--- src/verilog/qla_pkg.sv ---
`default_nettype none

package qla_pkg;

    // Board geometry
    localparam int NUM_CHAN   = 4;              // Motor channels on the QLA
    localparam int CHAN_WIDTH = 4;              // Channel field of an address

    // Host register bus
    localparam int REG_WIDTH  = 32;
    localparam int ADDR_WIDTH = 16;

    // Converter words, parallel here
    localparam int DAC_WIDTH  = 16;
    localparam int FB_WIDTH   = 16;

    // Address split: channel in bits 7..4, offset in bits 3..0
    localparam int OFS_WIDTH  = 4;
    localparam int CHAN_LSB   = OFS_WIDTH;

    // Per-channel offsets, channels 1..NUM_CHAN
    localparam logic [OFS_WIDTH-1:0] OFS_SETPOINT    = 4'd0;   // Active setpoint, R/W
    localparam logic [OFS_WIDTH-1:0] OFS_FEEDBACK    = 4'd1;   // Feedback, RO

    // Board offsets, channel 0
    localparam logic [OFS_WIDTH-1:0] OFS_STATUS      = 4'd0;
    localparam logic [OFS_WIDTH-1:0] OFS_WDOG_PERIOD = 4'd3;   // 0 disables watchdog
    localparam logic [OFS_WIDTH-1:0] OFS_TIMESTAMP   = 4'd4;   // RO

    // Status register bits
    localparam int STAT_TIMEOUT = 0;            // Write 1 to clear
    localparam int STAT_BUSY    = 1;

    // Sample buffer, timestamp word then one word per channel
    localparam int SAMPLE_DEPTH  = NUM_CHAN + 1;
    localparam int SAMPLE_AWIDTH = 6;

endpackage

`default_nettype wire
--- src/verilog/qla_core.sv ---
`timescale 1ns/10ps
`default_nettype none

module qla_core import qla_pkg::*; (
    input  logic                               sysclk,
    input  logic                               rst,
    // Host register bus
    input  logic [ADDR_WIDTH-1:0]              reg_raddr,
    input  logic [ADDR_WIDTH-1:0]              reg_waddr,
    input  logic [REG_WIDTH-1:0]               reg_wdata,
    input  logic                               reg_wen,
    input  logic                               blk_wen,
    output logic [REG_WIDTH-1:0]               reg_rdata,
    // Real-time write
    input  logic                               rt_wen,
    input  logic [CHAN_WIDTH-1:0]              rt_waddr,
    input  logic [DAC_WIDTH-1:0]               rt_wdata,
    // Data sampling
    input  logic                               sample_start,
    input  logic [SAMPLE_AWIDTH-1:0]           sample_raddr,
    output logic                               sample_busy,
    output logic [REG_WIDTH-1:0]               sample_rdata,
    // Converters
    input  logic [NUM_CHAN-1:0][FB_WIDTH-1:0]  feedback,
    output logic [NUM_CHAN-1:0][DAC_WIDTH-1:0] dac_setpoint,
    output logic                               wdog_timeout
);

    logic [REG_WIDTH-1:0]     timestamp;       // Free-running, also stamped into samples
    logic [REG_WIDTH-1:0]     wdog_period;
    logic                     wdog_clear;      // Status write with bit 0 set
    logic [CHAN_WIDTH-1:0]    sample_chan;     // Channel the sampler is reading
    logic [DAC_WIDTH-1:0]     chan_setpoint;
    logic [FB_WIDTH-1:0]      chan_feedback;
    logic                     buf_wen;
    logic [SAMPLE_AWIDTH-1:0] buf_waddr;
    logic [REG_WIDTH-1:0]     buf_wdata;

    motor_reg_file i_motor_reg_file (
        .sysclk        (sysclk),
        .rst           (rst),
        .reg_raddr     (reg_raddr),
        .reg_waddr     (reg_waddr),
        .reg_wdata     (reg_wdata),
        .reg_wen       (reg_wen),
        .blk_wen       (blk_wen),
        .reg_rdata     (reg_rdata),
        .rt_wen        (rt_wen),
        .rt_waddr      (rt_waddr),
        .rt_wdata      (rt_wdata),
        .feedback      (feedback),
        .dac_setpoint  (dac_setpoint),
        .timestamp     (timestamp),
        .wdog_period   (wdog_period),
        .wdog_timeout  (wdog_timeout),
        .wdog_clear    (wdog_clear),
        .sample_busy   (sample_busy),
        .sample_chan   (sample_chan),
        .chan_setpoint (chan_setpoint),
        .chan_feedback (chan_feedback)
    );

    bus_timer i_bus_timer (
        .sysclk       (sysclk),
        .rst          (rst),
        .reg_waddr    (reg_waddr),
        .reg_wdata    (reg_wdata),
        .reg_wen      (reg_wen),
        .blk_wen      (blk_wen),
        .wdog_clear   (wdog_clear),
        .timestamp    (timestamp),
        .wdog_period  (wdog_period),
        .wdog_timeout (wdog_timeout)
    );

    sample_sequencer i_sample_sequencer (
        .sysclk        (sysclk),
        .rst           (rst),
        .sample_start  (sample_start),
        .timestamp     (timestamp),
        .chan_setpoint (chan_setpoint),
        .chan_feedback (chan_feedback),
        .sample_busy   (sample_busy),
        .sample_chan   (sample_chan),
        .buf_wen       (buf_wen),
        .buf_waddr     (buf_waddr),
        .buf_wdata     (buf_wdata)
    );

    sample_buffer i_sample_buffer (
        .sysclk       (sysclk),
        .buf_wen      (buf_wen),
        .buf_waddr    (buf_waddr),
        .buf_wdata    (buf_wdata),
        .sample_raddr (sample_raddr),
        .sample_rdata (sample_rdata)
    );

endmodule

`default_nettype wire

--- src/verilog/motor_reg_file.sv ---
`timescale 1ns/10ps
`default_nettype none

module motor_reg_file import qla_pkg::*; (
    input  logic                               sysclk,
    input  logic                               rst,
    // Host register bus
    input  logic [ADDR_WIDTH-1:0]              reg_raddr,
    input  logic [ADDR_WIDTH-1:0]              reg_waddr,
    input  logic [REG_WIDTH-1:0]               reg_wdata,
    input  logic                               reg_wen,
    input  logic                               blk_wen,     // Commit staged setpoints
    output logic [REG_WIDTH-1:0]               reg_rdata,
    // Real-time staging
    input  logic                               rt_wen,
    input  logic [CHAN_WIDTH-1:0]              rt_waddr,    // 1..NUM_CHAN
    input  logic [DAC_WIDTH-1:0]               rt_wdata,
    // Converters
    input  logic [NUM_CHAN-1:0][FB_WIDTH-1:0]  feedback,
    output logic [NUM_CHAN-1:0][DAC_WIDTH-1:0] dac_setpoint,
    // Board registers kept elsewhere
    input  logic [REG_WIDTH-1:0]               timestamp,
    input  logic [REG_WIDTH-1:0]               wdog_period,
    input  logic                               wdog_timeout,
    output logic                               wdog_clear,
    input  logic                               sample_busy,
    // Sampler port
    input  logic [CHAN_WIDTH-1:0]              sample_chan,
    output logic [DAC_WIDTH-1:0]               chan_setpoint, // Gated value
    output logic [FB_WIDTH-1:0]                chan_feedback
);

    logic [DAC_WIDTH-1:0]  setpoint [NUM_CHAN];   // Active setpoints
    logic [DAC_WIDTH-1:0]  staging [NUM_CHAN];    // Real-time staged values
    logic [NUM_CHAN-1:0]   staged;                // Stage pending for commit
    logic [CHAN_WIDTH-1:0] wchan;
    logic [OFS_WIDTH-1:0]  wofs;
    logic [CHAN_WIDTH-1:0] rchan;
    logic [OFS_WIDTH-1:0]  rofs;
    logic                  sp_wen;                // Setpoint write, channel still open
    logic [REG_WIDTH-1:0]  rd_mux;

    assign wchan = reg_waddr[CHAN_LSB +: CHAN_WIDTH];
    assign wofs  = reg_waddr[OFS_WIDTH-1:0];
    assign rchan = reg_raddr[CHAN_LSB +: CHAN_WIDTH];
    assign rofs  = reg_raddr[OFS_WIDTH-1:0];

    assign sp_wen = reg_wen && (wofs == OFS_SETPOINT);
    // Channel 0 offset 0 is the status register
    assign wdog_clear = reg_wen && (wchan == '0) && (wofs == OFS_STATUS)
                        && reg_wdata[STAT_TIMEOUT];

    always_ff @(posedge sysclk) begin
        if (rst) begin
            for (int i = 0; i < NUM_CHAN; i++) begin
                setpoint[i] <= '0;
                staging[i]  <= '0;
            end
            staged <= '0;
        end else begin
            for (int i = 0; i < NUM_CHAN; i++) begin
                if (blk_wen && staged[i])
                    setpoint[i] <= staging[i];            // Commit wins over host write
                else if (sp_wen && wchan == CHAN_WIDTH'(i + 1))
                    setpoint[i] <= reg_wdata[DAC_WIDTH-1:0];
                if (rt_wen && rt_waddr == CHAN_WIDTH'(i + 1)) begin
                    staging[i] <= rt_wdata;
                    staged[i]  <= 1'b1;                   // Held for the next commit
                end else if (blk_wen) begin
                    staged[i] <= 1'b0;
                end
            end
        end
    end

    // DAC drive and sampler view, both zeroed on timeout
    always_comb begin
        chan_setpoint = '0;
        chan_feedback = '0;
        for (int i = 0; i < NUM_CHAN; i++) begin
            dac_setpoint[i] = wdog_timeout ? '0 : setpoint[i];
            if (sample_chan == CHAN_WIDTH'(i + 1)) begin
                chan_setpoint = wdog_timeout ? '0 : setpoint[i];
                chan_feedback = feedback[i];
            end
        end
    end

    always_comb begin
        rd_mux = '0;                                      // Unmapped reads give 0
        if (rchan == '0) begin
            case (rofs)
                OFS_STATUS: begin
                    rd_mux[STAT_TIMEOUT] = wdog_timeout;
                    rd_mux[STAT_BUSY]    = sample_busy;
                end
                OFS_WDOG_PERIOD: rd_mux = wdog_period;
                OFS_TIMESTAMP:   rd_mux = timestamp;
                default:         rd_mux = '0;
            endcase
        end
        for (int i = 0; i < NUM_CHAN; i++) begin
            if (rchan == CHAN_WIDTH'(i + 1)) begin
                if (rofs == OFS_SETPOINT)
                    rd_mux = REG_WIDTH'(setpoint[i]);     // Stored value, not gated
                else if (rofs == OFS_FEEDBACK)
                    rd_mux = REG_WIDTH'(feedback[i]);
            end
        end
    end

    always_ff @(posedge sysclk) begin
        if (rst)
            reg_rdata <= '0;
        else
            reg_rdata <= rd_mux;                          // One cycle read latency
    end

    // Staging source only ever addresses a motor channel
    a_rt_chan: assert property (@(posedge sysclk) disable iff (rst)
        rt_wen |-> (rt_waddr != '0) && (rt_waddr <= CHAN_WIDTH'(NUM_CHAN)));

endmodule

`default_nettype wire

--- src/verilog/bus_timer.sv ---
`timescale 1ns/10ps
`default_nettype none

module bus_timer import qla_pkg::*; (
    input  logic                  sysclk,
    input  logic                  rst,
    input  logic [ADDR_WIDTH-1:0] reg_waddr,
    input  logic [REG_WIDTH-1:0]  reg_wdata,
    input  logic                  reg_wen,
    input  logic                  blk_wen,
    input  logic                  wdog_clear,     // From status register write
    output logic [REG_WIDTH-1:0]  timestamp,
    output logic [REG_WIDTH-1:0]  wdog_period,    // Cycles, 0 = off
    output logic                  wdog_timeout    // Sticky
);

    logic [REG_WIDTH-1:0] wdog_cnt;               // Cycles since host activity
    logic [REG_WIDTH-1:0] wdog_cnt_nxt;
    logic                 host_active;
    logic                 period_wen;
    logic                 wdog_hit;

    // Board register, never overlaps the motor channels
    assign period_wen = reg_wen && (reg_waddr[CHAN_LSB +: CHAN_WIDTH] == '0)
                        && (reg_waddr[OFS_WIDTH-1:0] == OFS_WDOG_PERIOD);

    assign host_active  = reg_wen || blk_wen;     // Any write feeds the watchdog
    assign wdog_cnt_nxt = host_active ? '0 : wdog_cnt + 1'b1;

    // Period edges after the last write
    assign wdog_hit = (wdog_period != '0) && (wdog_cnt_nxt == wdog_period);

    always_ff @(posedge sysclk) begin
        if (rst) begin
            timestamp    <= '0;
            wdog_period  <= '0;
            wdog_cnt     <= '0;
            wdog_timeout <= 1'b0;
        end else begin
            timestamp <= timestamp + 1'b1;        // Every edge
            wdog_cnt  <= wdog_cnt_nxt;
            if (period_wen)
                wdog_period <= reg_wdata;
            if (wdog_clear)
                wdog_timeout <= 1'b0;
            else if (wdog_hit)
                wdog_timeout <= 1'b1;
        end
    end

    // Period writes restart the count so a fresh timeout sees a live period
    a_wdog_off: assert property (@(posedge sysclk) disable iff (rst)
        $rose(wdog_timeout) |-> wdog_period != '0);

endmodule

`default_nettype wire

--- src/verilog/sample_sequencer.sv ---
`timescale 1ns/10ps
`default_nettype none

module sample_sequencer import qla_pkg::*; (
    input  logic                     sysclk,
    input  logic                     rst,
    input  logic                     sample_start,
    input  logic [REG_WIDTH-1:0]     timestamp,
    input  logic [DAC_WIDTH-1:0]     chan_setpoint,   // Gated DAC value of sample_chan
    input  logic [FB_WIDTH-1:0]      chan_feedback,
    output logic                     sample_busy,
    output logic [CHAN_WIDTH-1:0]    sample_chan,
    output logic                     buf_wen,
    output logic [SAMPLE_AWIDTH-1:0] buf_waddr,
    output logic [REG_WIDTH-1:0]     buf_wdata
);

    typedef enum logic [1:0] {
        ST_IDLE,
        ST_STAMP,        // Word 0, timestamp
        ST_CHAN          // Words 1..NUM_CHAN
    } seq_state_t;

    seq_state_t state;

    always_ff @(posedge sysclk) begin
        if (rst) begin
            state       <= ST_IDLE;
            sample_chan <= '0;
        end else begin
            case (state)
                ST_IDLE: begin
                    if (sample_start)
                        state <= ST_STAMP;
                end
                ST_STAMP: begin
                    state       <= ST_CHAN;
                    sample_chan <= CHAN_WIDTH'(1);
                end
                ST_CHAN: begin
                    if (sample_chan == CHAN_WIDTH'(NUM_CHAN)) begin
                        state       <= ST_IDLE;   // Last channel written
                        sample_chan <= '0;
                    end else begin
                        sample_chan <= sample_chan + 1'b1;
                    end
                end
                default: state <= ST_IDLE;
            endcase
        end
    end

    // Start while busy falls through, only idle looks at it
    assign sample_busy = (state != ST_IDLE);
    assign buf_wen     = sample_busy;             // One word per busy cycle
    assign buf_waddr   = SAMPLE_AWIDTH'(sample_chan);   // 0 during stamp

    // Feedback high, setpoint low
    assign buf_wdata = (state == ST_STAMP) ? timestamp
                                           : {chan_feedback, chan_setpoint};

    // Busy window is one buffer pass
    a_busy_len: assert property (@(posedge sysclk) disable iff (rst)
        $fell(sample_busy) |->
            $past(sample_busy, SAMPLE_DEPTH) && !$past(sample_busy, SAMPLE_DEPTH + 1));

endmodule

`default_nettype wire

--- src/verilog/sample_buffer.sv ---
`timescale 1ns/10ps
`default_nettype none

module sample_buffer import qla_pkg::*; (
    input  logic                     sysclk,
    input  logic                     buf_wen,
    input  logic [SAMPLE_AWIDTH-1:0] buf_waddr,
    input  logic [REG_WIDTH-1:0]     buf_wdata,
    input  logic [SAMPLE_AWIDTH-1:0] sample_raddr,   // Host side
    output logic [REG_WIDTH-1:0]     sample_rdata
);

    logic [REG_WIDTH-1:0] mem [SAMPLE_DEPTH];       // Timestamp then channels
    logic [REG_WIDTH-1:0] rd_word;

    always_ff @(posedge sysclk) begin
        for (int i = 0; i < SAMPLE_DEPTH; i++) begin
            if (buf_wen && buf_waddr == SAMPLE_AWIDTH'(i))
                mem[i] <= buf_wdata;
        end
    end

    // Out of range addresses read 0
    always_comb begin
        rd_word = '0;
        for (int i = 0; i < SAMPLE_DEPTH; i++) begin
            if (sample_raddr == SAMPLE_AWIDTH'(i))
                rd_word = mem[i];
        end
    end

    always_ff @(posedge sysclk) begin
        sample_rdata <= rd_word;                    // One cycle latency
    end

endmodule

`default_nettype wire

--- config.mk ---
export PLATFORM = sky130hd
export DESIGN_NAME = qla_core
export DESIGN_NICKNAME = d
export VERILOG_FILES = /design/src/verilog/qla_pkg.sv /design/src/verilog/qla_core.sv /design/src/verilog/motor_reg_file.sv /design/src/verilog/bus_timer.sv /design/src/verilog/sample_sequencer.sv /design/src/verilog/sample_buffer.sv
export SDC_FILE = /design/constraint.sdc
export NUM_CORES = 1
export LEC_CHECK = 0
export BUFFER_PORTS_ARGS = -buffer_cell sky130_fd_sc_hd__buf_2
export CAP_MARGIN = 0
export CORE_MARGIN = 4
export CORE_UTILIZATION = 50
export CTS_CLUSTER_DIAMETER = 80
export DETAILED_ROUTE_END_ITERATION = 8
export GPL_TIMING_DRIVEN = 0
export PLACE_DENSITY_LB_ADDON = 0.3
export SLEW_MARGIN = 15
export SYNTH_ARGS = -nofsm -noshare
export SYNTH_HDL_FRONTEND = slang
export SYNTH_SLANG_ARGS = --single-unit
--- constraint.sdc ---
create_clock -name sysclk -period 7.8 [get_ports sysclk]
set_input_delay 1.17 -clock sysclk [delete_from_list [all_inputs] [get_ports sysclk]]
set_output_delay 1.17 -clock sysclk [all_outputs]
set_load 0.01 [all_outputs]
# Word level (Yosys, flattened, before mapping)
# Memory sizes are Yosys's and may differ from the RTL's.
# Cells that the tools add are included.
[totals] input_bits=160 regBits=171 ram_bits=288 n_memories=3
[memory_table] name="i_sample_buffer.mem" words=5 word_bits=32 read_ports=5 rd_ports_with_merged_regs=0 wr=1 line="sample_buffer.sv:13" rtl="logic [REG_WIDTH-1:0] mem [SAMPLE_DEPTH];"
[memory_table] name="i_motor_reg_file.setpoint" words=4 word_bits=16 read_ports=4 rd_ports_with_merged_regs=0 wr=4 line="motor_reg_file.sv:33" rtl="logic [DAC_WIDTH-1:0] setpoint [NUM_CHAN];"
[memory_table] name="i_motor_reg_file.staging" words=4 word_bits=16 read_ports=4 rd_ports_with_merged_regs=0 wr=4 line="motor_reg_file.sv:34" rtl="logic [DAC_WIDTH-1:0] staging [NUM_CHAN];"
[op_classes] reduce_logical=44 addsub=3 mux=120 eq_ne=29 bitwise_logic=12
[op_table] op="$mux 32" n=24
[op_table] op="$mux 16" n=24
[op_table] op="$reduce_or 32->1" n=4
[op_table] op="$add 32x1->32 const B" n=2
[op_table] op="$mux 1" n=61
[op_table] op="$pmux 30 s2" n=1
[op_table] op="$eq 4x2->1 const B" n=10
[op_table] op="$eq 32x32->1" n=1
[op_table] op="$reduce_bool 32->1" n=1
[op_table] op="$logic_and 1x1->1" n=23
[op_table] op="$eq 4x1->1 const B" n=5
[op_table] op="$eq 4x3->1 const B" n=5
[op_table] op="$logic_not 4->1" n=4
[op_table] op="$eq 6x2->1 const B" n=2
[op_table] op="$logic_not 6->1" n=2
[op_table] op="$mux 3" n=4
[op_table] op="$or 1x1->1" n=12
[op_table] op="$pmux 2 s3" n=2
[op_table] op="$reduce_bool 2->1" n=6
[op_table] op="$pmux 4 s2" n=1
[op_table] op="$eq 6x1->1 const B" n=1
[op_table] op="$eq 6x3->1 const B" n=1
[op_table] op="$add 4x1->4 const B" n=1
[op_table] op="$mux 2" n=2
[op_table] op="other kinds (8)" n=9

# Logic depth before layout (Yosys ltp)
# Gate-level depths: netlist (run 1).
[logic_depth] ltp_word=15 depth_mapped=11 mapped_depth_nobuf=9

# Hierarchy
# From an unflattened synthesis (run 1), not the netlist that was laid out.
[hier_totals] cells_unflattened=1872 area_unflattened_um2=21680.8
[modules_own_cells] module="motor_reg_file" area_per_inst_um2=8948.6 instances=1 cells_each=866
[modules_own_cells] module="sample_buffer" area_per_inst_um2=6632.6 instances=1 cells_each=283
[modules_own_cells] module="bus_timer" area_per_inst_um2=5146.2 instances=1 cells_each=640
[modules_own_cells] module="sample_sequencer" area_per_inst_um2=953.4 instances=1 cells_each=83

# Worst setup path after synthesis (run 1)
# OpenSTA, ideal clock, no wires.
[synth_path] path_type="register to register" from="register i_sample_sequencer.state[0]" to="memory i_sample_buffer.mem[4][0] (netlist: i_sample_buffer.mem[0][128]), enable pin" period_less_slack_ps=4314 path_slack_ps=3486 arrival_time_ps=3812 setup_ps=502 required_time_ps=7298 stages_incl_launch_ff=4 cell_sequence="dfxtp_1 -> inv_1 -> ha_1 -> nor4bb_1"
[synth_between] elab_chain_len=9
[synth_lines] item="from (decl)" line="sample_sequencer.sv:24" rtl="seq_state_t state;"
[synth_lines] item="from (signal assigned)" line="sample_sequencer.sv:28" rtl="state <= ST_IDLE;"
[synth_lines] item="from (signal assigned)" line="sample_sequencer.sv:34" rtl="state <= ST_STAMP;"
[synth_lines] item="from (signal assigned)" line="sample_sequencer.sv:37" rtl="state <= ST_CHAN;"
[synth_lines] item="$reduce_bool 2->1 (*)" line="sample_sequencer.sv:54" rtl="assign sample_busy = (state != ST_IDLE);"
[synth_lines] item="$logic_and 1x1->1" line="sample_buffer.sv:18" rtl="if (buf_wen && buf_waddr == SAMPLE_AWIDTH'(i))"
[synth_lines] item="$mux 1" line="sample_buffer.sv:18"
[synth_lines] item="$mux 1 (implied by the code)" line="sample_buffer.sv:19" rtl="mem[i] <= buf_wdata;"
[synth_lines] item="$reduce_or 32->1 (no line)"
[synth_lines] item="$mux 3 (no line) / $mux 1 (equally long branches) (4 in series)"
[synth_lines] item="to (decl)" line="sample_buffer.sv:13"
# Every way passes the cells marked *; elsewhere a longest branch is shown, timed or not.

# Final worst setup path (run 1)
[layout_path] from="register i_bus_timer.wdog_cnt[1]" to="register i_bus_timer.wdog_timeout"
[layout_between] elab_chain_len=4
[layout_lines] item="from (decl)" line="bus_timer.sv:17" rtl="logic [REG_WIDTH-1:0] wdog_cnt;"
[layout_lines] item="from (signal assigned)" line="bus_timer.sv:41" rtl="wdog_cnt <= wdog_cnt_nxt;"
[layout_lines] item="$add 32x1->32" line="bus_timer.sv:28" rtl="assign wdog_cnt_nxt = host_active ? '0 : wdog_cnt + 1'b1;"
[layout_lines] item="$mux 32" line="bus_timer.sv:28"
[layout_lines] item="$eq 32x32->1" line="bus_timer.sv:31" rtl="assign wdog_hit = (wdog_period != '0) && (wdog_cnt_nxt == wdog_period);"
[layout_lines] item="$logic_and 1x1->1" line="bus_timer.sv:31"
[layout_lines] item="to (signal assigned)" line="bus_timer.sv:38" rtl="wdog_timeout <= 1'b0;"
[layout_lines] item="to (signal assigned)" line="bus_timer.sv:45" rtl="wdog_timeout <= 1'b0;"
[layout_lines] item="to (signal assigned)" line="bus_timer.sv:47" rtl="wdog_timeout <= 1'b1;"
[layout_lines] item="to (decl)" line="bus_timer.sv:14" rtl="output logic wdog_timeout"
# No other way between the ends.
# A chain may end at the register's enable or synchronous reset.

==> impl_metrics.json, run 1 <==
{
  "status": "complete, no violations",
  "nets": 2311,
  "synth_nets": 1984,
  "antenna_found_initial": 9,
  "holdPathStages": 1,
  "switching_share_pct": 25.36,
  "p_int_mw": 4.464,
  "gp_congestion": 1.030,
  "timing.final.crit_period_ns": 4.029,
  "core_sq_mm": 0.04195,
  "synth_cell_type_count": 76,
  "skew_ns": 0.02660,
  "grt_pass1_wl_microns": 105000,
  "avgSynthCellArea_sq_um": 11.68,
  "drcViolationCount": 0,
  "clkTransAtPathRegs_ns": 0.06,
  "startpoint_type": "flop",
  "cellLeakagePower_nw": 9.070,
  "syn_area_sq_mm": 0.02119,
  "final.period_utilization_pct": 51.65,
  "hp-class": "reg2reg",
  "drv_cap": 0,
  "final.setup.tns_ns": 0,
  "synthAdderAreaFrac_pct": 0.5904,
  "synth-main-ff-cell": "edfxtp_1",
  "numCtsBuffers": 47,
  "p_clk_share_pct": 40.9,
  "crit_path_max_fanout": 10,
  "postCtsHoldBufs": 0,
  "synth_edf_count": 288,
  "grt_max_degree": 28,
  "dieHeight_microns": 213.9,
  "synth_compound_area_share_pct": 14.28,
  "power.switching_mw": 1.517,
  "vias": 16982,
  "slew-limit-headroom_pct": 23.19,
  "io_buffers": 269,
  "hold_viol": 0,
  "hpwl_microns": 55790,
  "postCtsResizedCells": 0,
  "setup_viol": 0,
  "start_util_pct": 50.52,
  "crit_required_ns": 8.32,
  "die_width_microns": 213.9,
  "grt_overflow": 0,
  "antenna_left": 0,
  "slew_violations": 0,
  "wl_microns": 72620,
  "row_count": 75,
  "cts-root-buf": "clkbuf_16",
  "tightest_slew_ns": 1.142,
  "routedWlPerCell_microns": 26.65,
  "crit_arrival_ns": 4.55,
  "cts_sinks": 459,
  "first_pass_iters": 6,
  "vias_per_cell": 6.232,
  "r2r_cells": 10,
  "combPwrFrac_pct": 11.7,
  "critical_path_class": "reg2reg",
  "ios": 290,
  "final_core_utilization_pct": 59.94,
  "ctsHtreeMaxLevel": 2,
  "ys_warn_count": 0,
  "drt_iter0_drc": 1838,
  "pwr-share-seq_pct": 47.4,
  "clkLatencyLatePin_ns": 0.60,
  "pwr_density_cell_mw_per_mm2": 237.9,
  "rsz0062_at_grt": "no",
  "synth.mux.area_fraction_pct": 7.711,
  "synthXorXnorAreaFrac_pct": 2.716,
  "post_cts_buffers": 0,
  "r2r_setup_slack_ns": 3.77,
  "ys_seq_area_share_pct": 56.96,
  "grtUsageTotal_pct": 31.04,
  "cts_tree": "done",
  "ir_worst_vdd_mv": 0.1488,
  "area_growth_pct": 18.65,
  "ys_ff_latch": 459,
  "synth_top_family_by_area": "simple AND/OR/NAND/NOR gates",
  "die_area_sq_mm": 0.04574,
  "drive_above_1_share_pct": 22.02,
  "synthArstFlopShare_pct": 0,
  "synthCells": 1814,
  "grt_pass1_vias": 16364,
  "end_kind": "flop",
  "ctsLongestPathBuffers": 3,
  "fmax_mhz": 248.2,
  "synth_simple_gate_area_share_pct": 14.99
}
## stage by stage
step / worst slack (ns) / hold slack [ns] / instances / area, sq um / power (mW)
2_1_floorplan: 3.486 / 0.4264 / 1814 / 21190 / 3.237
3_3_place_gp: 1.082 / 0.4450 / 2622 / 23210 / 3.525
3_5_place_dp: 3.294 / 0.4442 / 2631 / 23430 / 3.571
4_1_cts: 3.914 / 0.4503 / 2719 / 25120 / 5.994
5_1_grt: 3.700 / 0.4665 / 2722 / 25140 / 6.163
6_report: 3.771 / 0.4536 / 2725 / 25140 / 5.981
## final cells by class
cell class	count	area, sq um
Timing Repair Buffer	278	1484
Tap cell	539	674.4
Buffer	134	526.8
Clock inverter	26	405.4
Clock buffer	62	1286
Multi-Input combinational cell	1206	8625
Sequential cell	459	12070
Fill cell	3416	16800
Inverter	15	56.30
Antenna cell	6	15.01
## per-layer routing
metal | up-vias | GRT usage [%] | wire, microns
met5 | - | 0 | 65
met1 | 8363 | 43.49 | 29480
met2 | 903 | 48.48 | 33360
li1 | 7556 | - | -
met3 | 152 | 5.223 | 6392
met4 | 8 | 12.82 | 3316
## cell usage in the layout (no fill, tap or decap), types with 15 or more instances in the layout
cell type,instances
edfxtp_1,288
buf_2,277
dfxtp_1,171
nand2_1,146
nor2_1,121
clkbuf_1,119
a22o_1,97
a21oi_1,92
a22oi_1,77
nor2b_1,76
and2_1,70
mux2_2,50
clkbuf_16,47
o21ai_0,42
mux4_2,40
nand3_1,34
o22ai_1,33
xor2_1,32
nor3_1,25
nand4_1,25
nor4_1,19
a221oi_1,19
xnor2_1,18
mux2i_1,17
inv_1,15
## kinds of logic after synthesis
kind of cell    after synthesis
simple gates                606
xor+xnor                     56
fa+ha+maj                    10
buf+inv                     149
flops                       459
compound gates              427
mux                         107
## registers in the layout, summed over array words and instances (netlist names), 32 cells and up
| name | flops |
|---|---|
| i_bus_timer.timestamp | 32 |
| i_bus_timer.wdog_cnt | 32 |
| i_bus_timer.wdog_period | 32 |
| i_motor_reg_file.reg_rdata | 32 |
| i_motor_reg_file.setpoint | 64 |
| i_motor_reg_file.staging | 64 |
| i_sample_buffer.mem | 160 |
| i_sample_buffer.sample_rdata | 32 |
## synth_stat cells (all sizes together), types with 6 or more instances
master | n | area, sq um
edfxtp | 288 | 8648
xnor2 | 18 | 157.7
nand2 | 146 | 548.0
nand2b | 13 | 81.33
nor3 | 25 | 125.1
a21oi | 92 | 460.4
nor4b | 6 | 52.55
mux2i | 17 | 170.2
or4 | 9 | 67.56
inv | 15 | 56.30
o22ai | 33 | 206.5
nand4 | 26 | 168.9
a221oi | 19 | 166.4
dfxtp | 171 | 3423
a22oi | 77 | 578.1
ha | 10 | 125.1
o221ai | 9 | 78.83
nand3 | 36 | 197.7
and3 | 14 | 87.58
mux2 | 50 | 563.0
buf | 24 | 113.9
xor2 | 32 | 280.3
nor2 | 123 | 461.7
o31ai | 6 | 45.04
a22o | 97 | 849.6
o21ai | 44 | 220.2
mux4 | 40 | 900.9
a211o | 6 | 52.55
or3 | 13 | 81.33
and2 | 71 | 444.2
nor2b | 76 | 475.5
nor4 | 24 | 175.2
clkbuf | 110 | 412.9
## power groups by stage
stage	logic, mW	registers [mW]	clock network (mW)
detailed placement	0.688	2.88	0
global placement	0.642	2.88	0
floorplan	0.377	2.86	0
global route	0.743	2.84	2.57
CTS	0.691	2.83	2.47
finish	0.698	2.84	2.45
## path summary, 6_finish.rpt
path,from,to
setup reg to reg,i_bus_timer.wdog_cnt[1],i_bus_timer.wdog_timeout
hold / removal,i_sample_buffer.mem[0][128],i_sample_buffer.sample_rdata[0]
setup / recovery,i_bus_timer.wdog_cnt[1],i_bus_timer.wdog_timeout
hold reg to reg,i_sample_buffer.mem[0][128],i_sample_buffer.sample_rdata[0]
## critical path, stage by stage (launching register included)
cell       delay, ns
dfxtp_1         0.47
ha_1            0.32
nand4_1         0.21
clkbuf_1        0.30
nor4_2          0.89
mux2_2          0.42
a211o_1         0.27
a211o_1         0.23
nor4_1          0.35
o2111ai_1       0.28
o21ai_1         0.20
Note: power is estimated with default switching activity, not from simulation.
==> run 2: changes to the inputs <==
--- a/config.mk
+++ b/config.mk
@@ -5,6 +5,7 @@
 export SDC_FILE = /design/constraint.sdc
 export NUM_CORES = 1
 export LEC_CHECK = 0
+export ABC_AREA = 1
 export BUFFER_PORTS_ARGS = -buffer_cell sky130_fd_sc_hd__buf_2
 export CAP_MARGIN = 0
 export CORE_MARGIN = 4
==> constraint.sdc (replaced) <==
create_clock -name sysclk -period 3.6 [get_ports sysclk]
set_input_delay 0.54 -clock sysclk [delete_from_list [all_inputs] [get_ports sysclk]]
set_output_delay 0.54 -clock sysclk [all_outputs]
set_load 0.01 [all_outputs]
==> run 2 against run 1 <==
  * Global-route usage grew 2.2 points
  * Non-clock buffer count decreased by 19
  * Critical path type is now reg2out
  * Worst hold slack got worse by 0.27 ns
  * Final cell count grew 26%
  * Area after synthesis up 1.1%
  * Sequential power up 130%
  * Cell area up 0.37%
  * Routed wire length up 9.1%
  * Combinational power grew to 3.3 times the previous value
==> impl_metrics.json, run 2 <==
{
  "slew-limit-headroom_pct": 22.01,
  "antenna_left": 0,
  "critical_path_class": "reg2out",
  "hold_viol": 0,
  "drv_cap": 0,
  "drt_iter0_drc": 2597,
  "stdcell_count": 3441,
  "synth_commonest_cells": "nand2_1 (534), nor2_1 (367), edfxtp_1 (288)",
  "first_pass_iters": 9,
  "ios": 290,
  "syn_area_sq_mm": 0.02143,
  "synthArstFlopShare_pct": 0,
  "routedWlPerCell_microns": 23.03,
  "ys_ff_latch": 459,
  "holdCritStartpoint": "reg_wdata[25]",
  "startpoint_type": "flop",
  "crit_required_ns": 3.06,
  "hpwl_microns": 61890,
  "synth_edf_count": 288,
  "critical_path_buf_inv_count": 5,
  "drive_above_1_share_pct": 14.00,
  "avgSynthCellArea_sq_um": 8.452,
  "grt_overflow": 0,
  "ys_warn_count": 0,
  "die_width_microns": 215.0,
  "status": "complete, no violations",
  "whs_ns": 0.1786,
  "skew_ns": 0.02254,
  "clkLatencyLatePin_ns": 0.60,
  "synth.area.top_cells": "edfxtp_1 (40%), dfxtp_1 (16%), nand2_1 (9.4%)",
  "layout_setup_ws_ns": 0.1267,
  "crit_start": "i_bus_timer.wdog_timeout",
  "final.setup.tns_ns": 0,
  "ctsLongestPathBuffers": 3,
  "nFillCells": 3699,
  "cellLeakagePower_nw": 10.18,
  "core_sq_mm": 0.04213,
  "reg2reg_from": "i_sample_sequencer.sample_chan[0]",
  "wl_microns": 79260,
  "dp_worst_setup_slack_ns": 0.1772,
  "synth_nets": 2705,
  "nets": 3032,
  "ir_worst_vdd_mv": 0.4165,
  "timing.final.crit_period_ns": 3.473,
  "cpMostUsedCell": "clkbuf_1",
  "vias": 19976,
  "final_common_cell": "nand2_1",
  "setup_viol": 0,
  "clkTransAtPathRegs_ns": 0.06,
  "die_area_sq_mm": 0.04623,
  "slew_violations": 0,
  "io_buffers": 271,
  "synth_cell_type_count": 47,
  "row_count": 75,
  "synth.largest_area_cell": "edfxtp_1",
  "grt_max_degree": 24,
  "cts-root-buf": "clkbuf_16",
  "synth_top_area_share_pct": 40.36,
  "cp_top_family": "buffers and inverters",
  "cp_cell_sequence": "clkbuf_1 -> clkbuf_1 -> buf_4 -> clkbuf_1 -> nor2_1 -> buf_2",
  "worst_path_max_delay_cell": "clkbuf_1",
  "slowest_delay_ns": 0.56,
  "grt_pass1_wl_microns": 116500,
  "hp-class": "in2reg",
  "area_growth_pct": 17.78,
  "final_cell_mix": "nand2_1 (534), nor2_1 (362), edfxtp_1 (288)",
  "yosysMostFrequentCell": "nand2_1",
  "antenna_found_initial": 5,
  "post-place-cells": 3352,
  "dieHeight_microns": 215.0,
  "final.period_utilization_pct": 96.48,
  "start_util_pct": 50.85,
  "crit_arrival_ns": 2.93,
  "pwr_density_cell_mw_per_mm2": 553.1,
  "vias_per_cell": 5.805,
  "cts_sinks": 459,
  "ctsHtreeMaxLevel": 2,
  "crit_path_max_fanout": 10,
  "reg_top3": "i_sample_buffer.mem x160, i_motor_reg_file.setpoint x64, i_motor_reg_file.staging x64",
  "grtUsageTotal_pct": 33.20,
  "end_kind": "primary output",
  "drcViolationCount": 0,
  "gp_congestion": 1.099,
  "grt_pass1_vias": 19094,
  "rsz0062_at_grt": "no",
  "tightest_slew_ns": 1.159,
  "final_core_utilization_pct": 59.90,
  "largest_register_ffs": 160,
  "synthCells": 2535,
  "synth-main-ff-cell": "edfxtp_1",
  "fmax_mhz": 287.9,
  "cts_tree": "done",
  "numCtsBuffers": 47,
  "regMostFlops": "i_sample_buffer.mem",
  "ys_seq_area_share_pct": 56.34
}
-- run 2: power breakdown --
part,internal [mW],total (mW),switching [mW]
Sequential,6.39,6.53,0.142
Clock,3.02,5.11,2.08
Combinational,0.542,2.33,1.78
Total,9.95,14.0,4.01
-- run 2: per-stage QoR --
step                      instance area [sq um]  total power [mW]
final                                     25240             13.96
after global routing                      25230             14.39
after CTS                                 25230             13.90
after detailed placement                  23620             8.868
after global placement                    23460             8.719
after floorplan                           21430             7.745
-- run 2: layout make-up --
type                       instances  area (sq um)  share of cell area (%)
buffer                           115         457.9                   1.815
clock buffer                      57          1224                   4.849
antenna                            2         5.005                 0.01983
multi-input combinational       1672          7850                   31.11
inverter                         289          1085                   4.298
timing repair buffer             278          1485                   5.885
tap                              539         674.4                   2.672
clock inverter                    30         384.1                   1.522
sequential                       459         12070                   47.83
-- run 2: kinds of logic after synthesis --
family,Yosys count,share of synthesized area [%]
AO/OA/AOI/OAI,470,12.29
XOR/XNOR,1,0.04088
adder cells (fa/ha/maj),10,0.5839
buffers and inverters,404,7.200
flip-flops,459,56.34
multiplexers,1,0.04672
AND/OR/NAND/NOR,1190,23.50
-- run 2: worst register-to-register path, stage by stage, from the launching register on --
cell	delay (ns)
dfxtp_1	0.38
ha_1	0.18
inv_1	0.07
nor2_2	0.42
inv_1	0.16
clkbuf_1	0.32
nor2_1	0.19
a31oi_1	0.10
o21ai_0	0.74
o21ai_0	0.46
-- run 2: routing by layer --
layer  track usage, %  part of all wire, %
met1            44.24                   39
met2            51.50                   44
met3            6.342                   10
met4            18.25                  6.8
met5                0                0.044
-- run 2: final timing paths --
path | to | slack [ns] | depth (start not counted)
worst max-delay path | dac_setpoint[63] | 0.13 | 6
worst min-delay path | i_bus_timer.wdog_period[25] | 0.18 | 3
worst max register to register | i_sample_buffer.mem[0][88] | 0.21 | 9
worst min register to register | i_sample_buffer.sample_rdata[27] | 0.45 | 2
-- run 2: what timing repair did --
action                                  CTS  global route
hold buffers                              0             0
endpoints found under the setup margin    0             5
endpoints found under the hold margin     0             0
gates resized for setup                   0             1
buffers inserted                          0             0
